File: config.mk
export PLATFORM = sky130hd
export DESIGN_NAME = fetch_unit
export DESIGN_NICKNAME = d
export VERILOG_FILES = /design/src/cpu_pkg.sv /design/src/fetch_unit.sv
export SDC_FILE = /design/constraint.sdc
export NUM_CORES = 2
export LEC_CHECK = 0
export CAP_MARGIN = 20
export CORE_MARGIN = 2
export CORE_UTILIZATION = 40
export DETAILED_ROUTE_END_ITERATION = 6
export DONT_BUFFER_PORTS = 1
export GPL_TIMING_DRIVEN = 0
export SKIP_CTS_REPAIR_TIMING = 1
export SYNTH_ARGS = -nofsm -noshare
export SYNTH_HDL_FRONTEND = slang
export SYNTH_SLANG_ARGS = --single-unit
File: constraint.sdc
create_clock -name clk -period 4.3 [get_ports clk]
set_input_delay 0.215 -clock clk [delete_from_list [all_inputs] [get_ports clk]]
set_output_delay 0.215 -clock clk [all_outputs]
set_load 0.05 [all_outputs]
File: src/cpu_pkg.sv
package cpu_pkg;

	localparam int XLEN       = 16;
	localparam int REG_AW     = 4;
	localparam int IMEM_DEPTH = 256;
	localparam int IMEM_AW    = $clog2(IMEM_DEPTH);

	typedef enum logic [3:0] {
		OP_ADD = 4'h0,
		OP_SUB = 4'h1,
		OP_XOR = 4'h2,
		OP_SLL = 4'h4,
		OP_SRA = 4'h5,
		OP_LW  = 4'h8,
		OP_SW  = 4'h9,
		OP_LLB = 4'hA,
		OP_LHB = 4'hB,
		OP_B   = 4'hC,
		OP_PCS = 4'hE,
		OP_HLT = 4'hF
	} opcode_e;

	typedef enum logic [2:0] {
		CC_NE = 3'd0,
		CC_EQ = 3'd1,
		CC_GT = 3'd2,
		CC_LT = 3'd3,
		CC_GE = 3'd4,
		CC_LE = 3'd5,
		CC_OV = 3'd6,
		CC_UN = 3'd7
	} ccode_e;

	typedef struct packed {
		opcode_e           opcode;
		logic [REG_AW-1:0] rd;
		logic [REG_AW-1:0] rs;
		logic [REG_AW-1:0] rt;
	} r_fmt_t;

	typedef struct packed {
		opcode_e           opcode;
		logic [REG_AW-1:0] rd;
		logic [7:0]        imm8;
	} i_fmt_t;

	typedef struct packed {
		opcode_e    opcode;
		ccode_e     ccode;
		logic [8:0] off9;
	} b_fmt_t;

	// one instruction word, seen through whichever layout its opcode uses
	typedef union packed {
		r_fmt_t r_fmt;
		i_fmt_t i_fmt;
		b_fmt_t b_fmt;
	} instr_u;

	typedef struct packed {
		logic z;
		logic v;
		logic n;
	} flags_t;

	typedef enum logic [1:0] {
		FWD_RF    = 2'b00,
		FWD_MEMWB = 2'b01,
		FWD_EXMEM = 2'b10
	} fwd_sel_e;

	typedef struct packed {
		logic            valid;
		logic [XLEN-1:0] pc2;
		instr_u          instr;
	} ifid_t;

	typedef struct packed {
		logic              valid;
		opcode_e           opcode;
		logic [REG_AW-1:0] rd;
		logic [REG_AW-1:0] rs;
		logic [REG_AW-1:0] rt;
		logic [XLEN-1:0]   rs_val;
		logic [XLEN-1:0]   rt_val;
		logic [XLEN-1:0]   imm;
		ccode_e            ccode;
		logic [XLEN-1:0]   pc2;
	} idex_t;

	typedef struct packed {
		logic              valid;
		opcode_e           opcode;
		logic [REG_AW-1:0] rd;
		logic [XLEN-1:0]   result;
		logic [XLEN-1:0]   addr;
		logic [XLEN-1:0]   wdata;
	} exmem_t;

	typedef struct packed {
		logic              valid;
		opcode_e           opcode;
		logic [REG_AW-1:0] rd;
		logic [XLEN-1:0]   wb_val;
	} memwb_t;

	// byte loads modify rd, so rd is their first source
	function automatic logic [REG_AW-1:0] src_a(input instr_u ins);
		if (ins.r_fmt.opcode == OP_LLB || ins.r_fmt.opcode == OP_LHB)
			return ins.r_fmt.rd;
		return ins.r_fmt.rs;
	endfunction

	// a store takes its data from rd
	function automatic logic [REG_AW-1:0] src_b(input instr_u ins);
		if (ins.r_fmt.opcode == OP_SW)
			return ins.r_fmt.rd;
		return ins.r_fmt.rt;
	endfunction

	function automatic logic uses_a(input opcode_e op);
		return op inside {OP_ADD, OP_SUB, OP_XOR, OP_SLL, OP_SRA,
			OP_LW, OP_SW, OP_LLB, OP_LHB};
	endfunction

	function automatic logic uses_b(input opcode_e op);
		return op inside {OP_ADD, OP_SUB, OP_XOR, OP_SW};
	endfunction

	function automatic logic writes_rd(input opcode_e op);
		return op inside {OP_ADD, OP_SUB, OP_XOR, OP_SLL, OP_SRA,
			OP_LW, OP_LLB, OP_LHB, OP_PCS};
	endfunction

	function automatic logic is_legal(input opcode_e op);
		return !(op inside {4'h3, 4'h6, 4'h7, 4'hD});
	endfunction

endpackage
File: src/fetch_unit.sv
`timescale 1ns/1ps

module fetch_unit (
	input  logic                     clk,
	input  logic                     rst_n_i,
	input  logic                     imem_we_i,
	input  logic [cpu_pkg::XLEN-1:0] imem_addr_i,
	input  logic [cpu_pkg::XLEN-1:0] imem_data_i,
	input  logic                     stall_i,
	input  logic                     br_taken_i,
	input  logic [cpu_pkg::XLEN-1:0] br_target_i,
	output cpu_pkg::ifid_t           ifid_o,
	output logic [cpu_pkg::XLEN-1:0] pc_o
);

	logic [cpu_pkg::XLEN-1:0] imem [cpu_pkg::IMEM_DEPTH];
	logic [cpu_pkg::XLEN-1:0] pc_q;
	logic [cpu_pkg::XLEN-1:0] pc_plus2;
	logic [cpu_pkg::XLEN-1:0] pc_next;
	cpu_pkg::instr_u          fetch_word;
	cpu_pkg::ifid_t           ifid_q;
	logic                     fetch_hlt;

	// the program is written only while the core sits in reset
	always_ff @(posedge clk) begin
		if (!rst_n_i && imem_we_i)
			imem[imem_addr_i[cpu_pkg::IMEM_AW:1]] <= imem_data_i;
	end

	assign fetch_word = imem[pc_q[cpu_pkg::IMEM_AW:1]];
	assign pc_plus2   = pc_q + cpu_pkg::XLEN'(2);
	assign fetch_hlt  = fetch_word.r_fmt.opcode == cpu_pkg::OP_HLT;

	// a redirect wins over everything, a halt parks the PC on its own address
	always_comb begin
		if (br_taken_i)
			pc_next = br_target_i;
		else if (fetch_hlt || stall_i)
			pc_next = pc_q;
		else
			pc_next = pc_plus2;
	end

	always_ff @(posedge clk) begin
		if (!rst_n_i)
			pc_q <= '0;
		else
			pc_q <= pc_next;
	end

	always_ff @(posedge clk) begin
		if (!rst_n_i)
			ifid_q.valid <= 1'b0;
		else if (br_taken_i)
			ifid_q.valid <= 1'b0;
		else if (!stall_i)
			ifid_q.valid <= 1'b1;
		if (!stall_i) begin
			ifid_q.pc2   <= pc_plus2;
			ifid_q.instr <= fetch_word;
		end
	end

	assign ifid_o = ifid_q;
	assign pc_o   = pc_q;

endmodule

---- Word level (Yosys, flattened, before mapping) ----
Memories as Yosys holds them, arrays and structs flattened. A register that Yosys moved wholly into a read port is not among the register bits.
Index checks and enable logic that the tools add are counted.
Widths: inputs -> output; s select.
word-level totals
  bits in registers ....................... 49
  memory bits (writable) .................. 4096
  memories ................................ 1
cells by class
  add/subtract/negate cells ............... 1
  eq/ne operators ......................... 2
  muxes and demuxes ....................... 6
  bitwise operators ....................... 1
  reductions and logical operators ........ 4
memory list
  memory  depth  width  read ports  clocked after Yosys merged registers in  wr ports  RTL line          source
  imem    256    16     1           1                                        1         fetch_unit.sv:16  logic [cpu_pkg::XLEN-1:0] imem [cpu_pkg::IMEM_DEPTH];
operators by type and width
  cell                   number
  $mux 16                2
  $add 16x2->16 const B  1
  $mux 8                 2
  $eq 4x4->1 const B     1
  $mux 1                 2
  $ne 2x2->1 const B     1
  $reduce_or 2->1        1
  $logic_and 1x1->1      1
  $logic_not 1->1        1
  $logic_or 1x1->1       1
  $not 1->1              1

---- Depth between registers and ports, before layout ----
  word-level depth ........................ 6
  mapped depth ............................ 15
  depth with buffers taken out ............ 9

---- Worst setup path after synthesis ----
Ideal clock, no wire load.
  kind .................................... register to register
  start point ............................. reg with a tool-made name
  end point ............................... reg ifid_q, in the netlist ifid_o[0] (data pin)
  library setup time ...................... 272 ps
  arrival time ............................ 3271 ps
  data required time ...................... 4028 ps
  slack ................................... 757 ps
  cell stages (with the launch flop) ...... 9
  clock period less this slack ............ 3543 ps
  path through ............................ dfxtp_1 > buf_2 > buf_2 > buf_2 > buf_2 > buf_1 > mux4_2 > mux4_2 > mux4_2
RTL lines
  what              RTL line          source
  end: declaration  fetch_unit.sv:21  cpu_pkg::ifid_t ifid_q;

==> results.md <==
- In the final layout, the share of cells above drive strength 1 is 0.370.
- The top flip-flop cell by instance count after synthesis is sky130_fd_sc_hd__edfxtp_1.
- The critical path data arrival time is 5.34 ns.
- The CTS tree is done.
- The post-route fraction of the period consumed by the critical path is 1.04.
- The via count of the first global-routing pass was 76,500.
- The total vias in the final route is 78,800.
- The initial antenna violation count came to 55.
- The worst setup path is captured at a register.
- The wire length of the first global-routing pass is 659,000 um.
- The worst setup path is launched from a register.
- The sequential share of the synthesized area is 0.782.
- After routing, the total negative slack on setup checks comes to -3.19 ns.
- The final routed wire length divided by cell count is 38.3 um.
- The summed instance area of the synthesized netlist is 159,000 um2.
- The cell chosen for the clock root is sky130_fd_sc_hd__clkbuf_16.
- The die span in y is 635 um.
- The maximum resistive drop on vdd is 0.331 mV.
- The final-stage net count is 7,447.
- Once routing completed, OpenROAD measured the worst setup slack at -0.179 ns.
- The sequential power share is 0.507.
- Counting the buffers created by CTS gives 417.
- The worst setup path is of the register to register kind.
- Summed over all layers, the routed wires come to 498,000 um.
- The portion of total power attributed to the clock network is 0.399.
- In the synthesized netlist the async set-or-reset flop fraction comes to 0.
- The power spent charging and discharging nets is 20.9 mW.
- The internal portion of the total power is 67.6 mW.
- The count of flip-flops with a built-in enable after synthesis is 4,128.
- The run finished, with violations left.
- After detailed routing, the number of remaining DRC violations is 2.
- Summed over all cells, the static leakage comes to 57.6 nW.
- The maximum achievable frequency is 223 MHz.
- The x dimension of the die is 635 um.
- The starting density of the core is 0.402.
- In this run the remaining antenna-violating nets after routing total 0.
- The post-synthesis area per instance is 24.3 um2.
- The checks that failed: design-rule violations, negative hold slack, max-slew violations, negative setup slack.
- Across all hold checks on the routed design, the worst slack comes to -0.0463 ns.
- The maximum fanout along the worst path is 10.
- The overall track demand over capacity in global routing is 0.239.
- The final count of pins violating max slew came to 514.
- The total power per unit cell area is 469 nW/um2.
- The CTS sink count is 4,153.
- Yosys printed 0 warnings.
- At the pin with the least slew margin, the transition time is 1.83 ns.
- At the end of routability-driven placement, the weighted congestion stood at 1.08.
- The post-layout minimum cycle time is 4.48 ns.
- The clock slew seen by the registers of the worst setup and hold paths is 0.06 ns.
- The part of the power in combinational logic is 0.093.
- For this run, the share of the core covered by cells in the final layout is 0.477.
- On the final layout, the worst clock skew is 0.0722 ns.
- The first routing iteration left 13,300 violations.
- The number of setup violations in the final report is 35.
- Relative to the synthesized area, the layout overhead comes to 18.6%.
- The pre-antenna-repair detailed-routing pass consisted of 7 iterations.
- The relative max-transition margin is -0.219.
- The total global routing overflow is 0.
- The H-tree was split into 5 levels.
- Before CTS, the worst setup slack after placement is -2.76 ns.
- Buffers placed on the I/O ports in this run total 0.
- Of the total power, the share spent switching nets is 0.236.
- The detailed-placement wirelength estimate is 326,000 um.
- The vias per cell is 6.06.
- The site row count is 231.
- The synthesized net count is 6,596.
- The floorplan core area is 396,000 um2.
- The hold violation count in the final report is 41.
- For the worst setup path, the data required time is 5.16 ns.
- 102 I/O pins were placed.
- The count of cell types in the netlist is 60.
- The maximum number of buffers from clock root to sink is 4.
- At the later pin of the worst-skew pair, clock insertion delay measures 0.98 ns.
- The die covers 403,000 um2.
- Entering global routing, the biggest net connects 257 pins.
- The synthesized instance count is 6,542.
- The tool flagged a number of max-cap violations equal to 0.
- The type of the most critical hold path is input pin to register.
- The number of storage elements in the synthesis netlist is 4,153.
[sequential cells by signal, summed over array words and instances (netlist names), named ones only]
| name | flops |
|---|---|
| ifid_o | 33 |
| imem | 4096 |
| pc_o | 16 |
[stage by stage]
step                      hold slack [ns]  total power [mW]  area, um2  instances
final                             -0.0463              88.5     189000      13000
after global routing             -0.00675              90.4     189000      13000
after CTS                          -0.714              87.3     185000      12800
after detailed placement            0.331              52.4     172000      12100
after global placement              0.330              52.3     166000      11800
after floorplan                     0.314              49.3     159000       6542
[cells by family after synthesis]
family | synth area share
DFF | 0.782
muxes | 0.184
and+or+nand+nor | 0.0139
buffers and inverters | 0.0118
AOI/OAI and AO/OA | 0.00739
xor gates and xnor gates | 0.000770
adders and majority gates | 0.0000786
[synthesized netlist by cell type, drive strengths merged (17+ instances only)]
cell,instances,area share
nor2,274,0.0065
dfxtp,25,0.0031
buf,222,0.0081
nor3b,17,0.00080
nand4,25,0.00098
a211oi,20,0.00094
edfxtp,4128,0.78
mux2i,87,0.0055
nand3,44,0.0014
a22oi,37,0.0017
nor2b,23,0.00090
clkbuf,147,0.0035
mux4,1258,0.18
nand2,46,0.0011
a21oi,19,0.00060
[critical path: stages, from the launching register on]
cell and delay [ns]:
sky130_fd_sc_hd__dfxtp_1 0.51, sky130_fd_sc_hd__buf_2 0.40, sky130_fd_sc_hd__or3_1 0.18, sky130_fd_sc_hd__clkbuf_1 0.81, sky130_fd_sc_hd__o2111ai_1 0.55, sky130_fd_sc_hd__a211oi_4 0.57, sky130_fd_sc_hd__nor4b_4 0.10, sky130_fd_sc_hd__buf_4 0.20
sky130_fd_sc_hd__a41oi_4 0.20, sky130_fd_sc_hd__buf_12 0.18, sky130_fd_sc_hd__buf_4 0.21, sky130_fd_sc_hd__mux2i_1 0.26, sky130_fd_sc_hd__a21oi_1 0.10
[layer usage]
layer  routed length [um]  global-route usage
met5                  218                   0
met4                26400               0.114
met3                60400              0.0602
met2               228000               0.366
met1               183000               0.323
[worst paths after layout]
kind                   startpoint                      to  slack (ns)  cells past startpoint
max                      register                register       -0.18                     12
min                imem_data_i[8]  imem[126][8]$_DFFE_PP_       -0.05                      1
max reg2reg              register                register       -0.18                     12
min reg2reg  pc_o[0]$_SDFFE_PN0P_    ifid_o[16]$_DFFE_PN_        0.48                      0
[cells in the final DEF, fill, tap and decap left out, types with 71 or more instances in the layout]
cell | netlist | final
sky130_fd_sc_hd__clkbuf_1 | 147 | 148
sky130_fd_sc_hd__clkbuf_16 | 0 | 427
sky130_fd_sc_hd__buf_16 | 0 | 117
sky130_fd_sc_hd__clkinv_2 | 0 | 83
sky130_fd_sc_hd__mux4_2 | 1258 | 1258
sky130_fd_sc_hd__buf_4 | 32 | 106
sky130_fd_sc_hd__edfxtp_1 | 4128 | 4128
sky130_fd_sc_hd__buf_8 | 0 | 246
sky130_fd_sc_hd__clkbuf_2 | 0 | 73
sky130_fd_sc_hd__nor2_2 | 0 | 257
sky130_fd_sc_hd__clkinv_1 | 0 | 86
sky130_fd_sc_hd__buf_6 | 22 | 71
sky130_fd_sc_hd__mux2i_1 | 87 | 80
[power by group through the flow]
stage          sequential, mW  clock, mW  combinational (mW)
2_1_floorplan            45.7          0                3.61
5_1_grt                  44.9       37.2                8.34
3_3_place_gp             45.7          0                6.59
4_1_cts                  44.8       35.7                6.76
6_report                 44.9       35.4                8.27
3_5_place_dp             45.7          0                6.74
[cell type report]
| cell class | count | area [um2] |
|---|---|---|
| tap | 5242 | 6560 |
| fill | 31600 | 207000 |
| clock buffer | 520 | 10900 |
| inverter | 9 | 33.8 |
| antenna | 26 | 65.1 |
| clock inverter | 237 | 2190 |
| buffer | 368 | 3810 |
| multi-input combinational | 2011 | 33800 |
| timing repair buffer | 433 | 6990 |
| sequential | 4153 | 124000 |
Note: power is estimated with default switching activity, not from simulation.
