===== src/cpu_pkg.sv =====
package cpu_pkg;

	localparam int XLEN       = 16;
	localparam int REG_AW     = 4;
	localparam int IMEM_DEPTH = 256;
	localparam int IMEM_AW    = $clog2(IMEM_DEPTH);

	typedef enum logic [3:0] {
		OP_ADD = 4'h0,
		OP_SUB = 4'h1,
		OP_XOR = 4'h2,
		OP_SLL = 4'h4,
		OP_SRA = 4'h5,
		OP_LW  = 4'h8,
		OP_SW  = 4'h9,
		OP_LLB = 4'hA,
		OP_LHB = 4'hB,
		OP_B   = 4'hC,
		OP_PCS = 4'hE,
		OP_HLT = 4'hF
	} opcode_e;

	typedef enum logic [2:0] {
		CC_NE = 3'd0,
		CC_EQ = 3'd1,
		CC_GT = 3'd2,
		CC_LT = 3'd3,
		CC_GE = 3'd4,
		CC_LE = 3'd5,
		CC_OV = 3'd6,
		CC_UN = 3'd7
	} ccode_e;

	typedef struct packed {
		opcode_e           opcode;
		logic [REG_AW-1:0] rd;
		logic [REG_AW-1:0] rs;
		logic [REG_AW-1:0] rt;
	} r_fmt_t;

	typedef struct packed {
		opcode_e           opcode;
		logic [REG_AW-1:0] rd;
		logic [7:0]        imm8;
	} i_fmt_t;

	typedef struct packed {
		opcode_e    opcode;
		ccode_e     ccode;
		logic [8:0] off9;
	} b_fmt_t;

	// one instruction word, seen through whichever layout its opcode uses
	typedef union packed {
		r_fmt_t r_fmt;
		i_fmt_t i_fmt;
		b_fmt_t b_fmt;
	} instr_u;

	typedef struct packed {
		logic z;
		logic v;
		logic n;
	} flags_t;

	typedef enum logic [1:0] {
		FWD_RF    = 2'b00,
		FWD_MEMWB = 2'b01,
		FWD_EXMEM = 2'b10
	} fwd_sel_e;

	typedef struct packed {
		logic            valid;
		logic [XLEN-1:0] pc2;
		instr_u          instr;
	} ifid_t;

	typedef struct packed {
		logic              valid;
		opcode_e           opcode;
		logic [REG_AW-1:0] rd;
		logic [REG_AW-1:0] rs;
		logic [REG_AW-1:0] rt;
		logic [XLEN-1:0]   rs_val;
		logic [XLEN-1:0]   rt_val;
		logic [XLEN-1:0]   imm;
		ccode_e            ccode;
		logic [XLEN-1:0]   pc2;
	} idex_t;

	typedef struct packed {
		logic              valid;
		opcode_e           opcode;
		logic [REG_AW-1:0] rd;
		logic [XLEN-1:0]   result;
		logic [XLEN-1:0]   addr;
		logic [XLEN-1:0]   wdata;
	} exmem_t;

	typedef struct packed {
		logic              valid;
		opcode_e           opcode;
		logic [REG_AW-1:0] rd;
		logic [XLEN-1:0]   wb_val;
	} memwb_t;

	// byte loads modify rd, so rd is their first source
	function automatic logic [REG_AW-1:0] src_a(input instr_u ins);
		if (ins.r_fmt.opcode == OP_LLB || ins.r_fmt.opcode == OP_LHB)
			return ins.r_fmt.rd;
		return ins.r_fmt.rs;
	endfunction

	// a store takes its data from rd
	function automatic logic [REG_AW-1:0] src_b(input instr_u ins);
		if (ins.r_fmt.opcode == OP_SW)
			return ins.r_fmt.rd;
		return ins.r_fmt.rt;
	endfunction

	function automatic logic uses_a(input opcode_e op);
		return op inside {OP_ADD, OP_SUB, OP_XOR, OP_SLL, OP_SRA,
			OP_LW, OP_SW, OP_LLB, OP_LHB};
	endfunction

	function automatic logic uses_b(input opcode_e op);
		return op inside {OP_ADD, OP_SUB, OP_XOR, OP_SW};
	endfunction

	function automatic logic writes_rd(input opcode_e op);
		return op inside {OP_ADD, OP_SUB, OP_XOR, OP_SLL, OP_SRA,
			OP_LW, OP_LLB, OP_LHB, OP_PCS};
	endfunction

	function automatic logic is_legal(input opcode_e op);
		return !(op inside {4'h3, 4'h6, 4'h7, 4'hD});
	endfunction

endpackage

===== src/decode_unit.sv =====
`timescale 1ns/1ps

module decode_unit (
	input  logic                       clk,
	input  logic                       rst_n_i,
	input  cpu_pkg::ifid_t             ifid_i,
	input  logic                       stall_i,
	input  logic                       flush_i,
	output logic [cpu_pkg::REG_AW-1:0] rf_raddr_a_o,
	output logic [cpu_pkg::REG_AW-1:0] rf_raddr_b_o,
	input  logic [cpu_pkg::XLEN-1:0]   rf_rdata_a_i,
	input  logic [cpu_pkg::XLEN-1:0]   rf_rdata_b_i,
	output cpu_pkg::idex_t             idex_o
);

	cpu_pkg::instr_u          ins;
	cpu_pkg::opcode_e         op;
	logic [cpu_pkg::XLEN-1:0] imm;
	logic                     issue;
	cpu_pkg::idex_t           idex_q;

	assign ins = ifid_i.instr;
	assign op  = ins.r_fmt.opcode;

	assign rf_raddr_a_o = cpu_pkg::src_a(ins);
	assign rf_raddr_b_o = cpu_pkg::src_b(ins);

	// shifts, loads and stores carry a 4-bit immediate in the rt field
	always_comb begin
		case (op)
			cpu_pkg::OP_LLB, cpu_pkg::OP_LHB:
				imm = {{8{ins.i_fmt.imm8[7]}}, ins.i_fmt.imm8};
			cpu_pkg::OP_B:
				imm = {{7{ins.b_fmt.off9[8]}}, ins.b_fmt.off9};
			default:
				imm = {{12{ins.r_fmt.rt[3]}}, ins.r_fmt.rt};
		endcase
	end

	// unused opcodes and held or squashed slots go down the pipe as bubbles
	assign issue = ifid_i.valid && cpu_pkg::is_legal(op) && !stall_i && !flush_i;

	always_ff @(posedge clk) begin
		if (!rst_n_i)
			idex_q.valid <= 1'b0;
		else
			idex_q.valid <= issue;
		idex_q.opcode <= op;
		idex_q.rd     <= ins.r_fmt.rd;
		idex_q.rs     <= rf_raddr_a_o;
		idex_q.rt     <= rf_raddr_b_o;
		idex_q.rs_val <= rf_rdata_a_i;
		idex_q.rt_val <= rf_rdata_b_i;
		idex_q.imm    <= imm;
		idex_q.ccode  <= ins.b_fmt.ccode;
		idex_q.pc2    <= ifid_i.pc2;
	end

	assign idex_o = idex_q;

endmodule


===== config.mk =====
export PLATFORM = sky130hd
export DESIGN_NAME = decode_unit
export DESIGN_NICKNAME = d
export VERILOG_FILES = /design/src/cpu_pkg.sv /design/src/decode_unit.sv
export SDC_FILE = /design/constraint.sdc
export NUM_CORES = 1
export LEC_CHECK = 0
export ABC_AREA = 1
export BUFFER_PORTS_ARGS = -buffer_cell sky130_fd_sc_hd__buf_4
export CORE_MARGIN = 1.5
export CORE_UTILIZATION = 33
export CTS_CLUSTER_SIZE = 40
export DETAILED_ROUTE_END_ITERATION = 10
export PLACE_DENSITY = 0.82
export SETUP_SLACK_MARGIN = 0.3
export SLEW_MARGIN = 30
export SYNTH_ARGS = -nofsm -noshare
export SYNTH_HDL_FRONTEND = slang
export SYNTH_SLANG_ARGS = --single-unit

===== constraint.sdc =====
create_clock -name clk -period 0.8 [get_ports clk]
set_input_delay 0 -clock clk [delete_from_list [all_inputs] [get_ports clk]]
set_output_delay 0 -clock clk [all_outputs]
set_load 0.005 [all_outputs]

Yosys cells after proc, flatten, opt, wreduce, memory -nomap -nowiden --
Index checks and enable logic that the tools add are counted. Widths: inputs -> output; s select.
Cells by class: reductions and logical operators 9, equality and inequality tests 8, mux-type cells 7
Operators with widths (count):
- $pmux 16 s2 | 1
- $eq 4x4->1 const B | 5
- $mux 4 | 4
- $eq 4x3->1 const B | 2
- $eq 4x2->1 const B | 1
- $reduce_bool 4->1 | 1
- $logic_and 1x1->1 | 3
- $logic_not 1->1 | 3
- $mux 1 | 2
- $reduce_or 2->1 | 1
- $logic_or 1x1->1 | 1
Storage, ports and cells: word-level logic and storage cells 34, register bits 84, input bits 69

Longest topological paths before layout --
Gate-level depths: netlist (run 1).
word-level depth 6, gate-level depth with buffers 6, gate-level depth less buffers 6

Least setup slack after synthesis (run 1) --
OpenSTA, ideal clock, no wires.
path type input-to-reg, from input port ifid_i[13] in the netlist's numbering, to register idex_q (netlist bit idex_o[67]), data required time 0.673 ns, path slack 0.134 ns, stages 5, arrival 0.539 ns, buffers on the path 1, path through buf_4 -> inv_1 -> nand3_1 -> nand2_1 -> nand2_1
On the way: word-level cells in the longest chain between the ends 3
Ends and longest elaborated chain:
- from (decl) | RTL line decode_unit.sv:6 | input cpu_pkg::ifid_t ifid_i,
- $eq 4x4->1 | RTL line cpu_pkg.sv:116 | if (ins.r_fmt.opcode == OP_SW)
- $mux 1 | RTL line cpu_pkg.sv:116
- $mux 4 | RTL line cpu_pkg.sv:118 | return ins.r_fmt.rt;
- named net rf_raddr_b_o (one bit) | RTL line decode_unit.sv:10 | output logic [cpu_pkg::REG_AW-1:0] rf_raddr_b_o,
- to (decl) | RTL line decode_unit.sv:20 | cpu_pkg::idex_t idex_q;
The timed path passes the listed nets, and every way through them passes these cells. A chain may end at the register's enable or synchronous reset.

==> results of run 1 <==
==> layout make-up <==
cell class,count,area share
multi-input cells,53,0.07947
inverters,5,0.007147
repair buffers,224,0.4900
clock inverters,3,0.01487
flip-flops and latches,74,0.3571
well taps,72,0.02058
clock buffers,12,0.03087
==> routing by layer <==
layer | vias up | GRT usage | share of wire
met1 | 863 | 0.2159 | 0.35
li1 | 884 | - | -
met3 | 13 | 0.07176 | 0.073
met2 | 103 | 0.4113 | 0.56
met4 | 0 | 0.08727 | 0.017
met5 | - | 0 | 0
==> power groups by stage <==
stage	clock network (mW)	registers [mW]	logic, mW
3_5_place_dp	0	4.05	0.884
6_report	2.99	4.05	1.38
2_1_floorplan	0	4.08	0.190
5_1_grt	3.24	4.07	1.46
3_3_place_gp	0	4.05	0.863
4_1_cts	3.03	3.99	1.24
==> worst paths after layout <==
kind,startpoint,to,slack [ps],cells after the start
worst max-delay path,idex_o[33],idex_o[29],-30,1
worst min-delay path,ifid_i[0],idex_o[19],-210,1
==> logic make-up after synthesis <==
logic type	count (synthesis)	synth area share
AND/OR/NAND/NOR	51	0.1352
AO/OA/AOI/OAI	1	0.002715
flip-flops	74	0.8043
buffers and inverters	17	0.05774
==> cells in the final DEF, fill, tap and decap left out, drive strengths merged <==
master | synthesis | layout
nand3 | 9 | 9
nor2 | 3 | 4
inv | 5 | 5
dlygate4sd3 | 0 | 53
dfxtp | 74 | 74
bufinv | 0 | 2
clkinv | 0 | 1
buf | 12 | 169
nand2 | 34 | 34
dlymetal6s4s | 0 | 2
nand4 | 5 | 5
clkbuf | 0 | 12
a21oi | 1 | 1
==> repair_timing <==
action	CTS	global route
setup endpoints to repair	92	100
buffers inserted	9	0
endpoints found under the hold margin	72	18
resized for setup	71	104
pin swaps	8	9
gates cloned	1	0
hold buffers	53	2
==> stage by stage <==
stage	TNS [ps]	setup WS (ps)	power [mW]
3_5_place_dp	0	39.70	4.937
3_3_place_gp	0	60.18	4.911
2_1_floorplan	0	256.1	4.266
6_report	-245.7	-32.26	8.423
4_1_cts	-417.4	-50.05	8.270
5_1_grt	-533.2	-59.71	8.775
==> reports/metrics.csv, run 1 <==
metric;value;unit
endpoints failing setup;9;
Top Family by Delay on Critical Path;flip-flops;
via count;1863;
Switching Share;0.2136;
dpl cell area;3064;um^2
Pwr Density;1924;nW/um^2
Overall Global Routing Usage;0.2178;
Sw Pwr;1.799;mW
crit path launch type;flop;
Synth top area share;0.8043;
Post-DRT Antenna Nets;0;
Final nets;436;
first-pass GRT wire length;9.880;mm
clk buf depth;2;
clock sink count;74;
cell total after placement;363;
Largest register FFs;74;
grt total ovfl;0;
die span in y;77.71;um
leakage power;2.081;nW
worst-path cell chain;buf_4;
Routed WL;7.077;mm
core box area;5439;um^2
CP Buf/Inv Count;1;
min-delay worst type;in -> reg;
top-level I/O count;161;
main area contributors after synthesis;dfxtp_1 80%, nand2_1 6.3%, buf_4 4.5%;
FILL cells;328;
# DRC;0;
sequential share of power;0.481;
Internal;6.624;mW
syn nets;212;
area grow syn2layout;137.6;%
Mapped Cells;143;
largest net degree at the start of global routing;12;
unrepaired setup endpoints after global routing;yes;
Ant. Diodes;0;
final core occ;0.8047;
DPL Wire Length;3.930;mm
DRT iter0 DRCs;24;
setup slack after layout;-32.26;ps
Final Max Tran Viols;0;
Comb pwr share;0.164;
CP Capture Type;output pin;
CP max stage cell;dfxtp_4;
FP Rows;27;
Max VDD drop;0.001313;V
syn avg cell area;12.88;um^2
Final GP Congestion;0.7272;
Post-synth EDFFs;0;
area occupied by multi-input gates;347.8;um^2
status;finished with violations;
Min Hold Slack;-205.9;ps
Initial Utilization;0.3386;
root buf cell;clkbuf_8;
YS warnings;0;
Avg WL per Cell;15.98;um
Slew HR;0.8945;
synth unique cells;14;
Most used DFF post-synth;dfxtp_1;
Die W;77.71;um
CTS Buf Count;9;
worst setup path class;reg -> out;
Buffers on Ports;160;
sequential fraction of the synthesis area;0.8043;
Pre-antenna DRT Iters;4;
Worst Path Arrival;830;ps
max-cap check violation count;0;
Via density;4.205;
final hold vios;16;
Tmin final;832.3;ps
# H-tree levels;3;
mapped cell area;1842;um^2
cell taking the most area after synthesis;dfxtp_1;
Worst Path Max Fanout;8;
clock tree from TritonCTS;yes;
clock share of power;0.355;
Sequential Area;1563;um^2
vias in the first global route;1991;
final cell count without fillers;443;
worst stage delay on the critical path;370;ps
die area;6038;um^2
initial antenna violation count;0;
period utilization;1.040;
Worst EP required;800;ps
Async SR Flop Fraction;0;
Synth top cells by count;74 x dfxtp_1, 31 x nand2_1, 11 x buf_4, 8 x nand3_1, 5 x nand4_1;
failing checks;hold timing, setup timing;
cell with the most instances after synthesis;dfxtp_1;
FF+latch count, synth;74;
cell area after layout;4377;um^2
layout cell share with drive strength beyond 1;0.7358;
worst-margin pin slew;158.2;ps
Reg clk slew, reported paths;70;ps
Fmax;1202;MHz
(Power assumes the default switching activity.)
==> run 2: changes to the inputs <==
--- a/config.mk
+++ b/config.mk
@@ -8,10 +8,11 @@
 export ABC_AREA = 1
 export BUFFER_PORTS_ARGS = -buffer_cell sky130_fd_sc_hd__buf_4
 export CORE_MARGIN = 1.5
-export CORE_UTILIZATION = 33
+export CORE_UTILIZATION = 26
 export CTS_CLUSTER_SIZE = 40
 export DETAILED_ROUTE_END_ITERATION = 10
-export PLACE_DENSITY = 0.82
+export PLACE_DENSITY = 0.69
+export REMOVE_ABC_BUFFERS = 1
 export SETUP_SLACK_MARGIN = 0.3
 export SLEW_MARGIN = 30
 export SYNTH_ARGS = -nofsm -noshare
==> run 2 against run 1 <==
The run still ends with hold timing, setup timing left; sequential power barely moved; non-clock buffer count fell by 2; sequential cell count did not move; critical path depth did not move; die area rose by 26%; critical endpoint unchanged; highest routed layer unchanged.
==> reports/metrics.csv, run 2 (same netlist as run 1, synthesis figures left out) <==
metric;value;unit
status;finished with violations;
failing checks;hold timing, setup timing;
Top Family by Delay on Critical Path;flip-flops;
endpoints failing setup;8;
Final GP Congestion;0.8006;
period utilization;1.070;
CTS Buf Count;9;
setup slack after layout;-56.03;ps
Die W;87.17;um
top-level I/O count;161;
Reg clk slew, reported paths;80;ps
max-cap check violation count;0;
worst-margin pin slew;172.8;ps
crit path launch type;flop;
vias in the first global route;1904;
Pre-antenna DRT Iters;3;
Final Max Tran Viols;0;
core box area;6832;um^2
clock tree from TritonCTS;yes;
most common cell after layout, fill and taps aside;buf_4;
most frequent cells in the layout;95 x buf_4, 72 x buf_6, 55 x dfxtp_2, 53 x dlygate4sd3_1, 21 x nand2_1;
Setup crit end;idex_o[29];
Post-DRT Antenna Nets;0;
unrepaired setup endpoints after global routing;yes;
worst-path cell chain;buf_4;
layout cell share with drive strength beyond 1;0.7019;
worst stage delay on the critical path;400;ps
CP Depth;1;
initial antenna violation count;0;
die span in y;87.17;um
CP Launch Point;idex_o[33];
min-delay src;ifid_i[0];
via count;1846;
worst setup path class;reg -> out;
Tmin final;856.0;ps
Max VDD drop;0.0009023;V
root buf cell;clkbuf_8;
Pwr Density;1908;nW/um^2
# H-tree levels;3;
area grow syn2layout;132.1;%
Routed WL;6.343;mm
Initial Utilization;0.2696;
Worst Path Max Fanout;8;
leakage power;2.027;nW
DRT iter0 DRCs;26;
Ant. Diodes;0;
largest net degree at the start of global routing;14;
final hold vios;20;
FP Rows;30;
clk buf depth;2;
Via density;3.970;
CP max stage cell;dfxtp_4;
Final nets;433;
die area;7598;um^2
# DRC;0;
Worst EP required;800;ps
first-pass GRT wire length;8.887;mm
worst slack at placement;15.26;ps
Worst Path Arrival;860;ps
Min Hold Slack;-229.6;ps
final cell count without fillers;465;
grt total ovfl;0;
Avg WL per Cell;13.64;um
CP Buf/Inv Count;1;
DPL Wire Length;3.840;mm
Fmax;1168;MHz
Largest register FFs;74;
Slew HR;0.8844;
Buffers on Ports;160;
clock sink count;74;
cell total after placement;389;
CP Capture Type;output pin;
min-delay worst type;in -> reg;
Overall Global Routing Usage;0.1579;
-- run 2: through the flow --
| step | TNS [ps] | utilization | instance area (um^2) | total power, mW | hold WS (ps) |
|---|---|---|---|---|---|
| final | -415.4 | 0.6258 | 4275 | 8.157 | -229.6 |
| after global routing | -1837 | 0.6258 | 4275 | 8.590 | -263.3 |
| after CTS | -692.2 | 0.5863 | 4005 | 8.120 | -255.7 |
| after detailed placement | 0 | 0.4524 | 3090 | 4.928 | 105.6 |
| after global placement | 0 | 0.4524 | 3090 | 4.915 | 104.2 |
| after floorplan | 0 | - | 1754 | 4.181 | 27.72 |
-- run 2: metal layers --
| metal | part of all wire | GRT usage | routed length (um) | vias up |
|---|---|---|---|---|
| li1 | - | - | - | 883 |
| met1 | 0.35 | 0.1576 | 2201 | 837 |
| met2 | 0.53 | 0.2833 | 3357 | 112 |
| met3 | 0.10 | 0.07488 | 658 | 14 |
| met4 | 0.020 | 0.06061 | 125 | 0 |
| met5 | 0 | 0 | 0 | - |
-- run 2: power breakdown --
| group | internal [mW] | switching [mW] |
|---|---|---|
| registers | 3.93 | 0.108 |
| clock network | 1.45 | 1.38 |
| logic | 0.906 | 0.385 |
| total | 6.28 | 1.87 |
-- run 2: how the worst min path moves through the flow --
stage          cells after the start         end
2_1_floorplan                      0   idex_o[0]
3_3_place_gp                       1   idex_o[2]
3_5_place_dp                       1  idex_o[43]
4_1_cts                            1  idex_o[19]
5_1_grt                            1  idex_o[19]
6_report                           1  idex_o[19]
-- run 2: layout make-up --
cell class	count	area [um^2]
Fill cell	527	2556
Timing Repair Buffer	222	2085
Inverter	5	26.28
Tap cell	96	120.1
Clock buffer	10	127.6
Sequential cell	74	1554
Clock inverter	6	66.31
Multi-Input combinational cell	52	296.5
-- run 2: repair_timing --
item | CTS | global route
setup endpoints to repair | 92 | 93
hold endpoints to repair | 73 | 22
resized for setup | 65 | 85
buffers inserted | 4 | 3
hold buffers | 51 | 2
pin swaps | 10 | 10
