$ cat src/cpu_pkg.sv
package cpu_pkg;

	localparam int XLEN       = 16;
	localparam int REG_AW     = 4;
	localparam int IMEM_DEPTH = 256;
	localparam int IMEM_AW    = $clog2(IMEM_DEPTH);

	typedef enum logic [3:0] {
		OP_ADD = 4'h0,
		OP_SUB = 4'h1,
		OP_XOR = 4'h2,
		OP_SLL = 4'h4,
		OP_SRA = 4'h5,
		OP_LW  = 4'h8,
		OP_SW  = 4'h9,
		OP_LLB = 4'hA,
		OP_LHB = 4'hB,
		OP_B   = 4'hC,
		OP_PCS = 4'hE,
		OP_HLT = 4'hF
	} opcode_e;

	typedef enum logic [2:0] {
		CC_NE = 3'd0,
		CC_EQ = 3'd1,
		CC_GT = 3'd2,
		CC_LT = 3'd3,
		CC_GE = 3'd4,
		CC_LE = 3'd5,
		CC_OV = 3'd6,
		CC_UN = 3'd7
	} ccode_e;

	typedef struct packed {
		opcode_e           opcode;
		logic [REG_AW-1:0] rd;
		logic [REG_AW-1:0] rs;
		logic [REG_AW-1:0] rt;
	} r_fmt_t;

	typedef struct packed {
		opcode_e           opcode;
		logic [REG_AW-1:0] rd;
		logic [7:0]        imm8;
	} i_fmt_t;

	typedef struct packed {
		opcode_e    opcode;
		ccode_e     ccode;
		logic [8:0] off9;
	} b_fmt_t;

	// one instruction word, seen through whichever layout its opcode uses
	typedef union packed {
		r_fmt_t r_fmt;
		i_fmt_t i_fmt;
		b_fmt_t b_fmt;
	} instr_u;

	typedef struct packed {
		logic z;
		logic v;
		logic n;
	} flags_t;

	typedef enum logic [1:0] {
		FWD_RF    = 2'b00,
		FWD_MEMWB = 2'b01,
		FWD_EXMEM = 2'b10
	} fwd_sel_e;

	typedef struct packed {
		logic            valid;
		logic [XLEN-1:0] pc2;
		instr_u          instr;
	} ifid_t;

	typedef struct packed {
		logic              valid;
		opcode_e           opcode;
		logic [REG_AW-1:0] rd;
		logic [REG_AW-1:0] rs;
		logic [REG_AW-1:0] rt;
		logic [XLEN-1:0]   rs_val;
		logic [XLEN-1:0]   rt_val;
		logic [XLEN-1:0]   imm;
		ccode_e            ccode;
		logic [XLEN-1:0]   pc2;
	} idex_t;

	typedef struct packed {
		logic              valid;
		opcode_e           opcode;
		logic [REG_AW-1:0] rd;
		logic [XLEN-1:0]   result;
		logic [XLEN-1:0]   addr;
		logic [XLEN-1:0]   wdata;
	} exmem_t;

	typedef struct packed {
		logic              valid;
		opcode_e           opcode;
		logic [REG_AW-1:0] rd;
		logic [XLEN-1:0]   wb_val;
	} memwb_t;

	// byte loads modify rd, so rd is their first source
	function automatic logic [REG_AW-1:0] src_a(input instr_u ins);
		if (ins.r_fmt.opcode == OP_LLB || ins.r_fmt.opcode == OP_LHB)
			return ins.r_fmt.rd;
		return ins.r_fmt.rs;
	endfunction

	// a store takes its data from rd
	function automatic logic [REG_AW-1:0] src_b(input instr_u ins);
		if (ins.r_fmt.opcode == OP_SW)
			return ins.r_fmt.rd;
		return ins.r_fmt.rt;
	endfunction

	function automatic logic uses_a(input opcode_e op);
		return op inside {OP_ADD, OP_SUB, OP_XOR, OP_SLL, OP_SRA,
			OP_LW, OP_SW, OP_LLB, OP_LHB};
	endfunction

	function automatic logic uses_b(input opcode_e op);
		return op inside {OP_ADD, OP_SUB, OP_XOR, OP_SW};
	endfunction

	function automatic logic writes_rd(input opcode_e op);
		return op inside {OP_ADD, OP_SUB, OP_XOR, OP_SLL, OP_SRA,
			OP_LW, OP_LLB, OP_LHB, OP_PCS};
	endfunction

	function automatic logic is_legal(input opcode_e op);
		return !(op inside {4'h3, 4'h6, 4'h7, 4'hD});
	endfunction

endpackage
$ cat src/execute_unit.sv
`timescale 1ns/1ps

module execute_unit (
	input  logic                     clk,
	input  logic                     rst_n_i,
	input  cpu_pkg::idex_t           idex_i,
	input  cpu_pkg::fwd_sel_e        fwd_a_i,
	input  cpu_pkg::fwd_sel_e        fwd_b_i,
	input  cpu_pkg::exmem_t          exmem_fwd_i,
	input  cpu_pkg::memwb_t          memwb_fwd_i,
	output logic                     br_taken_o,
	output logic [cpu_pkg::XLEN-1:0] br_target_o,
	output cpu_pkg::exmem_t          exmem_o,
	output logic [cpu_pkg::XLEN-1:0] dmem_addr_o,
	output logic [cpu_pkg::XLEN-1:0] dmem_wdata_o,
	output logic                     dmem_we_o
);

	logic [cpu_pkg::XLEN-1:0] op_a;
	logic [cpu_pkg::XLEN-1:0] op_b;
	logic [cpu_pkg::XLEN-1:0] imm_x2;
	logic [cpu_pkg::XLEN-1:0] sum;
	logic [cpu_pkg::XLEN-1:0] diff;
	logic [cpu_pkg::XLEN-1:0] result;
	logic [3:0]               shamt;
	logic                     add_ovf;
	logic                     sub_ovf;
	logic                     cond;
	cpu_pkg::flags_t          flags_q;
	cpu_pkg::exmem_t          exmem_q;

	always_comb begin
		case (fwd_a_i)
			cpu_pkg::FWD_EXMEM: op_a = exmem_fwd_i.result;
			cpu_pkg::FWD_MEMWB: op_a = memwb_fwd_i.wb_val;
			default:            op_a = idex_i.rs_val;
		endcase
		case (fwd_b_i)
			cpu_pkg::FWD_EXMEM: op_b = exmem_fwd_i.result;
			cpu_pkg::FWD_MEMWB: op_b = memwb_fwd_i.wb_val;
			default:            op_b = idex_i.rt_val;
		endcase
	end

	assign imm_x2 = {idex_i.imm[cpu_pkg::XLEN-2:0], 1'b0};
	assign shamt  = idex_i.imm[3:0];
	assign sum    = op_a + op_b;
	assign diff   = op_a - op_b;

	// signed overflow, with both sums wrapping in 16 bits
	assign add_ovf = (op_a[15] == op_b[15]) && (sum[15] != op_a[15]);
	assign sub_ovf = (op_a[15] != op_b[15]) && (diff[15] != op_a[15]);

	always_comb begin
		case (idex_i.opcode)
			cpu_pkg::OP_ADD: result = sum;
			cpu_pkg::OP_SUB: result = diff;
			cpu_pkg::OP_XOR: result = op_a ^ op_b;
			cpu_pkg::OP_SLL: result = op_a << shamt;
			cpu_pkg::OP_SRA: result = $signed(op_a) >>> shamt;
			cpu_pkg::OP_LLB: result = {op_a[15:8], idex_i.imm[7:0]};
			cpu_pkg::OP_LHB: result = {idex_i.imm[7:0], op_a[7:0]};
			cpu_pkg::OP_PCS: result = idex_i.pc2;
			default:         result = '0;
		endcase
	end

	// flags of the instruction just ahead land here at the end of its ALU cycle,
	// in time for a branch right behind it
	always_ff @(posedge clk) begin
		if (!rst_n_i) begin
			flags_q <= '0;
		end else if (idex_i.valid) begin
			if (idex_i.opcode inside {cpu_pkg::OP_ADD, cpu_pkg::OP_SUB, cpu_pkg::OP_XOR,
					cpu_pkg::OP_SLL, cpu_pkg::OP_SRA})
				flags_q.z <= result == '0;
			if (idex_i.opcode inside {cpu_pkg::OP_ADD, cpu_pkg::OP_SUB}) begin
				flags_q.v <= (idex_i.opcode == cpu_pkg::OP_SUB) ? sub_ovf : add_ovf;
				flags_q.n <= result[15];
			end
		end
	end

	always_comb begin
		case (idex_i.ccode)
			cpu_pkg::CC_NE: cond = !flags_q.z;
			cpu_pkg::CC_EQ: cond = flags_q.z;
			cpu_pkg::CC_GT: cond = !flags_q.z && !flags_q.n;
			cpu_pkg::CC_LT: cond = flags_q.n;
			cpu_pkg::CC_GE: cond = flags_q.z || !flags_q.n;
			cpu_pkg::CC_LE: cond = flags_q.n || flags_q.z;
			cpu_pkg::CC_OV: cond = flags_q.v;
			default:        cond = 1'b1;
		endcase
	end

	assign br_taken_o  = idex_i.valid && idex_i.opcode == cpu_pkg::OP_B && cond;
	assign br_target_o = idex_i.pc2 + imm_x2;

	always_ff @(posedge clk) begin
		if (!rst_n_i)
			exmem_q.valid <= 1'b0;
		else
			exmem_q.valid <= idex_i.valid;
		exmem_q.opcode <= idex_i.opcode;
		exmem_q.rd     <= idex_i.rd;
		exmem_q.result <= result;
		exmem_q.addr   <= op_a + imm_x2;
		exmem_q.wdata  <= op_b;
	end

	assign exmem_o      = exmem_q;
	assign dmem_addr_o  = exmem_q.addr;
	assign dmem_wdata_o = exmem_q.wdata;
	assign dmem_we_o    = exmem_q.valid && exmem_q.opcode == cpu_pkg::OP_SW;

endmodule

$ cat config.mk
export PLATFORM = sky130hd
export DESIGN_NAME = execute_unit
export DESIGN_NICKNAME = d
export VERILOG_FILES = /design/src/cpu_pkg.sv /design/src/execute_unit.sv
export SDC_FILE = /design/constraint.sdc
export NUM_CORES = 1
export LEC_CHECK = 0
export ABC_AREA = 1
export BUFFER_PORTS_ARGS = -buffer_cell sky130_fd_sc_hd__buf_2
export CORE_ASPECT_RATIO = 1.75
export CORE_UTILIZATION = 35
export DETAILED_ROUTE_END_ITERATION = 7
export PLACE_DENSITY_LB_ADDON = 0.3
export SLEW_MARGIN = 10
export SYNTH_ARGS = -nofsm -noshare
export SYNTH_HDL_FRONTEND = slang
export SYNTH_SLANG_ARGS = --single-unit
$ cat constraint.sdc
create_clock -name clk -period 4.3 [get_ports clk]
set_clock_uncertainty 0.2 [all_clocks]
set_input_delay 0.43 -clock clk [delete_from_list [all_inputs] [get_ports clk]]
set_output_delay 0.43 -clock clk [all_outputs]
set_load 0.005 [all_outputs]
### Word-level counts from Yosys, hierarchy flattened

Cells that the tools add are included.

* $add $sub $neg: 4
* equality and inequality tests: 23
* shift operators: 2
* multiplexer cells: 5
* bitwise gates (word level): 1
* reduce and logical (&&, ||, !) cells: 17

Operators with widths (count)
* 16-bit one-hot mux with 8 select lines: 1
* 16-bit one-hot mux with 2 select lines: 2
* 16-bit adder: 3
* 4-bit equality test, second input constant: 5
* 16-bit zero test: 1
* 16-bit by 4-bit left shift with 16-bit output: 1
* 16-bit by 4-bit >>> shifter with 16-bit output: 1
* 16-bit subtractor: 1
* 16-bit bitwise XOR: 1
* 3-bit equality test, second input constant: 3
* 4-bit by 3-bit equality test with 1-bit output, second input constant: 2
* 1-bit one-hot mux with 7 select lines: 1
* 3-bit by 2-bit equality test with 1-bit output, second input constant: 2
* 1-bit logical AND: 6
* 5-bit nonzero test: 1
* 2-bit by 1-bit equality test with 1-bit output, second input constant: 2
* 2-bit equality test, second input constant: 2
* 4-bit by 1-bit equality test with 1-bit output, second input constant: 1
* 4-bit by 2-bit equality test with 1-bit output, second input constant: 1
* 4-bit zero test: 1
* 2-bit AND reduction: 2
* 3-bit by 1-bit equality test with 1-bit output, second input constant: 1
* 3-bit zero test: 1
* 1-bit != test: 3
* 5 further kinds: 7

* register bits: 60
* word-level logic and storage cells: 61

### Depth between registers and ports, before layout

* word-level depth: 6
* mapped depth: 27

### Worst setup path before layout

Ideal clock, no wire load.

* path type: input-to-reg
* start: input fwd_b_i[0]
* end: register flags_q[2] (netlist bit)
* library setup time: 0.066 ns
* arrival time: 3.226 ns
* required time: 4.034 ns
* path slack: 0.808 ns
* cell stages on the path: 22
* buffers on the path: 1
* cells stage by stage: inv_1 > ha_1 > inv_1 > clkbuf_1 > nor2_1 > a21oi_1 > ha_1 > inv_1 > fa_1 > nand2_1 > nand2_1 > nand2_1 > nand2_1 > nand3b_1 > nand3_1 > nand3_1 > o21ai_0 > inv_1 > nand3_1 > nor2_2 > nand3_2 > a21oi_2

* cells in the longest elaborated chain, start to end: 5

Ends and longest elaborated chain
* from (decl): RTL line execute_unit.sv:8 `input cpu_pkg::fwd_sel_e fwd_b_i,`
* 2-bit by 1-bit equality test with 1-bit output / 2-bit equality test (equally long branches): RTL line execute_unit.sv:38 `case (fwd_b_i)`
* 16-bit one-hot mux with 2 select lines (*): RTL line execute_unit.sv:38
* via op_b, one bit: RTL line execute_unit.sv:20 `logic [cpu_pkg::XLEN-1:0] op_b;`
* 16-bit subtractor (tied with other cells): RTL line execute_unit.sv:48 `assign diff = op_a - op_b;`
* 16-bit one-hot mux with 8 select lines (*): RTL line execute_unit.sv:55 `case (idex_i.opcode)`
* 16-bit zero test (*): RTL line execute_unit.sv:76 `flags_q.z <= result == '0;`
* to (decl): RTL line execute_unit.sv:29 `cpu_pkg::flags_t flags_q;`

The timed path passes the listed nets; every way through them passes the cells marked *.
A chain may end at the register's enable or synchronous reset.

### Worst setup path after layout

Same ends and word-level chain as after synthesis.

==> summary.txt <==
Route
  • Final wirelength: 33700 um
  • DRT iter0 DRCs: 537
  • DR vias/cell: 5.29
  • Post-DR wirelength/cell: 19.5 um
  • Via total after detailed routing: 9152
  • # DRC: 0
  • DR pass1 iterations: 5
  • ANT nets after route: 0

Synth
  • Netlist Area Pre-Place: 7580 sq um
  • Synth Flop Type: dfxtp_1
  • Yosys cell types: 54
  • Synthesized area per cell: 6.10 sq um
  • Post-synth top area share: 16.3%
  • Syn Inst Count: 1242
  • Sequential fraction of the synthesis area: 15.9%
  • Top cells by count, synth: 329 x nand2_1, 185 x nand3_1, 123 x inv_1
  • Seq cells post-synth: 60
  • Ys Warns: 0
  • Adder-Cell Fraction of Synth Area: 11.5%
  • Top-count cell post-synth: nand2_1
  • Synth area leaders: nand2_1 16%, dfxtp_1 16%, nand3_1 12%, ha_1 10%, inv_1 6.1%
  • Syn nets: 1481
  • Main combinational cell family by area after synthesis: simple AND/OR/NAND/NOR gates
  • Post-synth ARST share: 0%
  • Mux share of post-synthesis cell area: 0%
  • Post-Synth Simple-Gate Area: 41.5%
  • Leading area contributor after synthesis: nand2_1
  • Post-synthesis xor/xnor area fraction: 3.58%
  • Post-synthesis compound-gate area fraction: 13.7%
  • EDFF count, synth: 0

Setup path
  • CP max-delay cell: ha_1
  • RR Startpoint: flags_q[1]
  • Setup Crit Path Kind: in -> reg
  • Top fanout value on the critical path: 15
  • Critical-path cell list: buf_2, inv_1, ha_1, buf_4, a221o_1, o21ai_0, inv_1, ha_1, buf_4, inv_1, nand2_1, nor2_1, nand3_1, nand3_1, nand2_1, nand3_1, nand2_1, inv_1, nand3_1, nor2_1, nand2_1, nor2_2, nand3_2, a21oi_2
  • Worst r2r dst: flags_q[1]
  • CP Capture Point: flags_q[2]
  • Setup slack, reg-to-reg: 3.37 ns
  • CP Capture Type: register
  • Critical Path RT: 4.38 ns
  • Crit path from: fwd_b_i[0]
  • Worst reg-to-reg path cell count: 4
  • Startpoint types: input pin
  • Worst path max stage delay: 0.41 ns
  • Critical Path AT: 3.90 ns

Clock tree
  • Max clock buf depth: 2
  • Worst-skew pair later-pin latency: 0.34 ns
  • Worst-path clk slew: 0.06 ns
  • CTS tree: yes
  • Resized Gates After CTS: 0
  • H-tree depth: 3
  • CTS root buffer: clkbuf_16
  • Sink Count: 60
  • Number of buffers created by CTS: 9

Timing
  • Hold Vio Cnt, Final: 0
  • Tightest Pin Transition: 0.884 ns
  • Final setup viols: 0
  • Fmax: 262 MHz
  • RSZ-0062 raised after global routing: false
  • Hold Slack: 0.0717 ns
  • Total negative slack: 0 ns
  • Crit path time final: 3.81 ns
  • Slew Limit Fails: 0
  • Slew margin rel.: 40.9%
  • Fin crit share: 88.7%

Power and ir drop
  • Combinational group share of total power: 55.5%
  • Peak VDD IR: 0.184 mV
  • Clock power frac: 23.8%
  • Pint: 0.00190 W
  • Switching Share: 44.1%
  • Sw Pwr: 0.00150 W
  • Lkg Pwr: 5.09 nW
  • Sequential group share of total power: 20.7%
  • Power Density: 362 nW/um^2

Die
  • Initial core utilization: 36.0%
  • Row cnt: 70
  • DIE WIDTH: 113 um
  • Die area: 22300 sq um
  • # IOs: 279
  • Die height: 197 um
  • Core ar.: 21000 sq um

Placement
  • Dpl hpwl: 28700 um
  • Port buffer count: 219
  • GPL Wtd Cong: 1.03

Finish
  • Final Core Density: 44.5%
  • Layout net count: 1712
  • Multi-input logic area: 5320 sq um
  • Fillcell total: 2343
  • Layout Area Growth over Synthesis: 23.6%
  • N_diodes: 0
  • Reg area: 1200 sq um
  • Proportion of layout cells with a drive suffix above 1: 25.5%

Global route
  • Vias in the first global route: 9182
  • Initial antenna violation count: 0
  • Total GRT Usage: 31.0%
  • Largest net degree at the start of global routing: 34
  • Remaining Overflow, GRT: 0
  • First-pass GRT wire length: 51200 um

Worst hold path
  • Hold Crit Class: in -> reg

Flow run
  • Maxcap violations: 0

Run status
  • Outcome: finished, final reports clean
==> power by group through the flow <==
stage / sequential [W] / clock [W] / combinational [W]
6_report: 0.000702 / 0.000807 / 0.00188
5_1_grt: 0.000716 / 0.000838 / 0.00207
4_1_cts: 0.000705 / 0.000824 / 0.00187
3_5_place_dp: 0.000716 / 0 / 0.00186
3_3_place_gp: 0.000714 / 0 / 0.00186
2_1_floorplan: 0.000731 / 0 / 0.00113
==> cells by family (layout without fill, tap and decap cells) <==
group	count (synthesis)	count (layout)
flip-flops	60	60
AO/OA/AOI/OAI	171	171
buffers and inverters	211	447
AND/OR/NAND/NOR	702	702
adder cells (fa/ha/maj)	67	67
XOR/XNOR	31	31
==> critical path, delay by kind of cell <==
kind / cells / cell delay, ns
AOI/OAI and AO/OA: 3 / 0.60
adders and majority gates: 2 / 0.71
and+or+nand+nor: 12 / 1.33
buffers and inverters: 7 / 0.82
==> flip-flops by register name (all words and copies together) (netlist names) <==
register	count
flags_q	3
dmem_addr_o	16
dmem_wdata_o	16
exmem_o	25
==> cells in the final DEF (no fill, tap or decap), types with 13 or more instances in the layout <==
master / n
buf_4: 75
dfxtp_1: 60
xor2_1: 18
a221o_1: 14
nand4_1: 13
xnor2_1: 13
inv_1: 123
nand3_1: 185
ha_1: 63
a21oi_1: 68
nand2_1: 329
o21ai_0: 43
nand2_2: 29
buf_2: 219
nor2_1: 95
==> final cells by class <==
type,count,area share [%]
Multi-Input combinational cell,971,56.8
Timing Repair Buffer,298,18.1
Sequential cell,60,12.8
Inverter,133,5.33
Tap cell,252,3.37
Clock buffer,9,2.41
Clock inverter,7,1.08
==> worst min-delay path by stage <==
stage	from	end	slack, ns	depth (start not counted)
2_1_floorplan	idex_i[75]	exmem_o[48]	0.26	0
4_1_cts	idex_i[82]	exmem_o[55]	0.06	1
3_3_place_gp	flags_q[2]	flags_q[2]	0.29	2
6_report	idex_i[82]	exmem_o[55]	0.07	1
5_1_grt	idex_i[82]	exmem_o[55]	0.07	1
3_5_place_dp	flags_q[2]	flags_q[2]	0.29	2
==> metrics by stage <==
step,power (W),setup slack (ns),area (sq um),instances
floorplan,0.00187,0.808,7580,1242
global placement,0.00257,0.181,9000,1710
detailed placement,0.00258,0.172,9000,1710
CTS,0.00340,0.516,9360,1730
global route,0.00362,0.117,9360,1730
finish,0.00339,0.486,9360,1730
==> layer usage <==
metal | share of wire (%) | routed length (um) | up-vias | GRT usage (%)
li1 | - | - | 4511 | -
met1 | 36 | 12100 | 4171 | 31.5
met2 | 51 | 17100 | 357 | 56.5
met3 | 4.5 | 1530 | 113 | 3.20
met4 | 8.8 | 2980 | 0 | 25.4
met5 | 0 | 0 | - | 0
==> repair_timing <==
action,CTS,global route
endpoints found under the hold margin,4,0
hold buffers,4,0
setup buffers,0,0
Note: power is estimated with default switching activity, not from simulation.
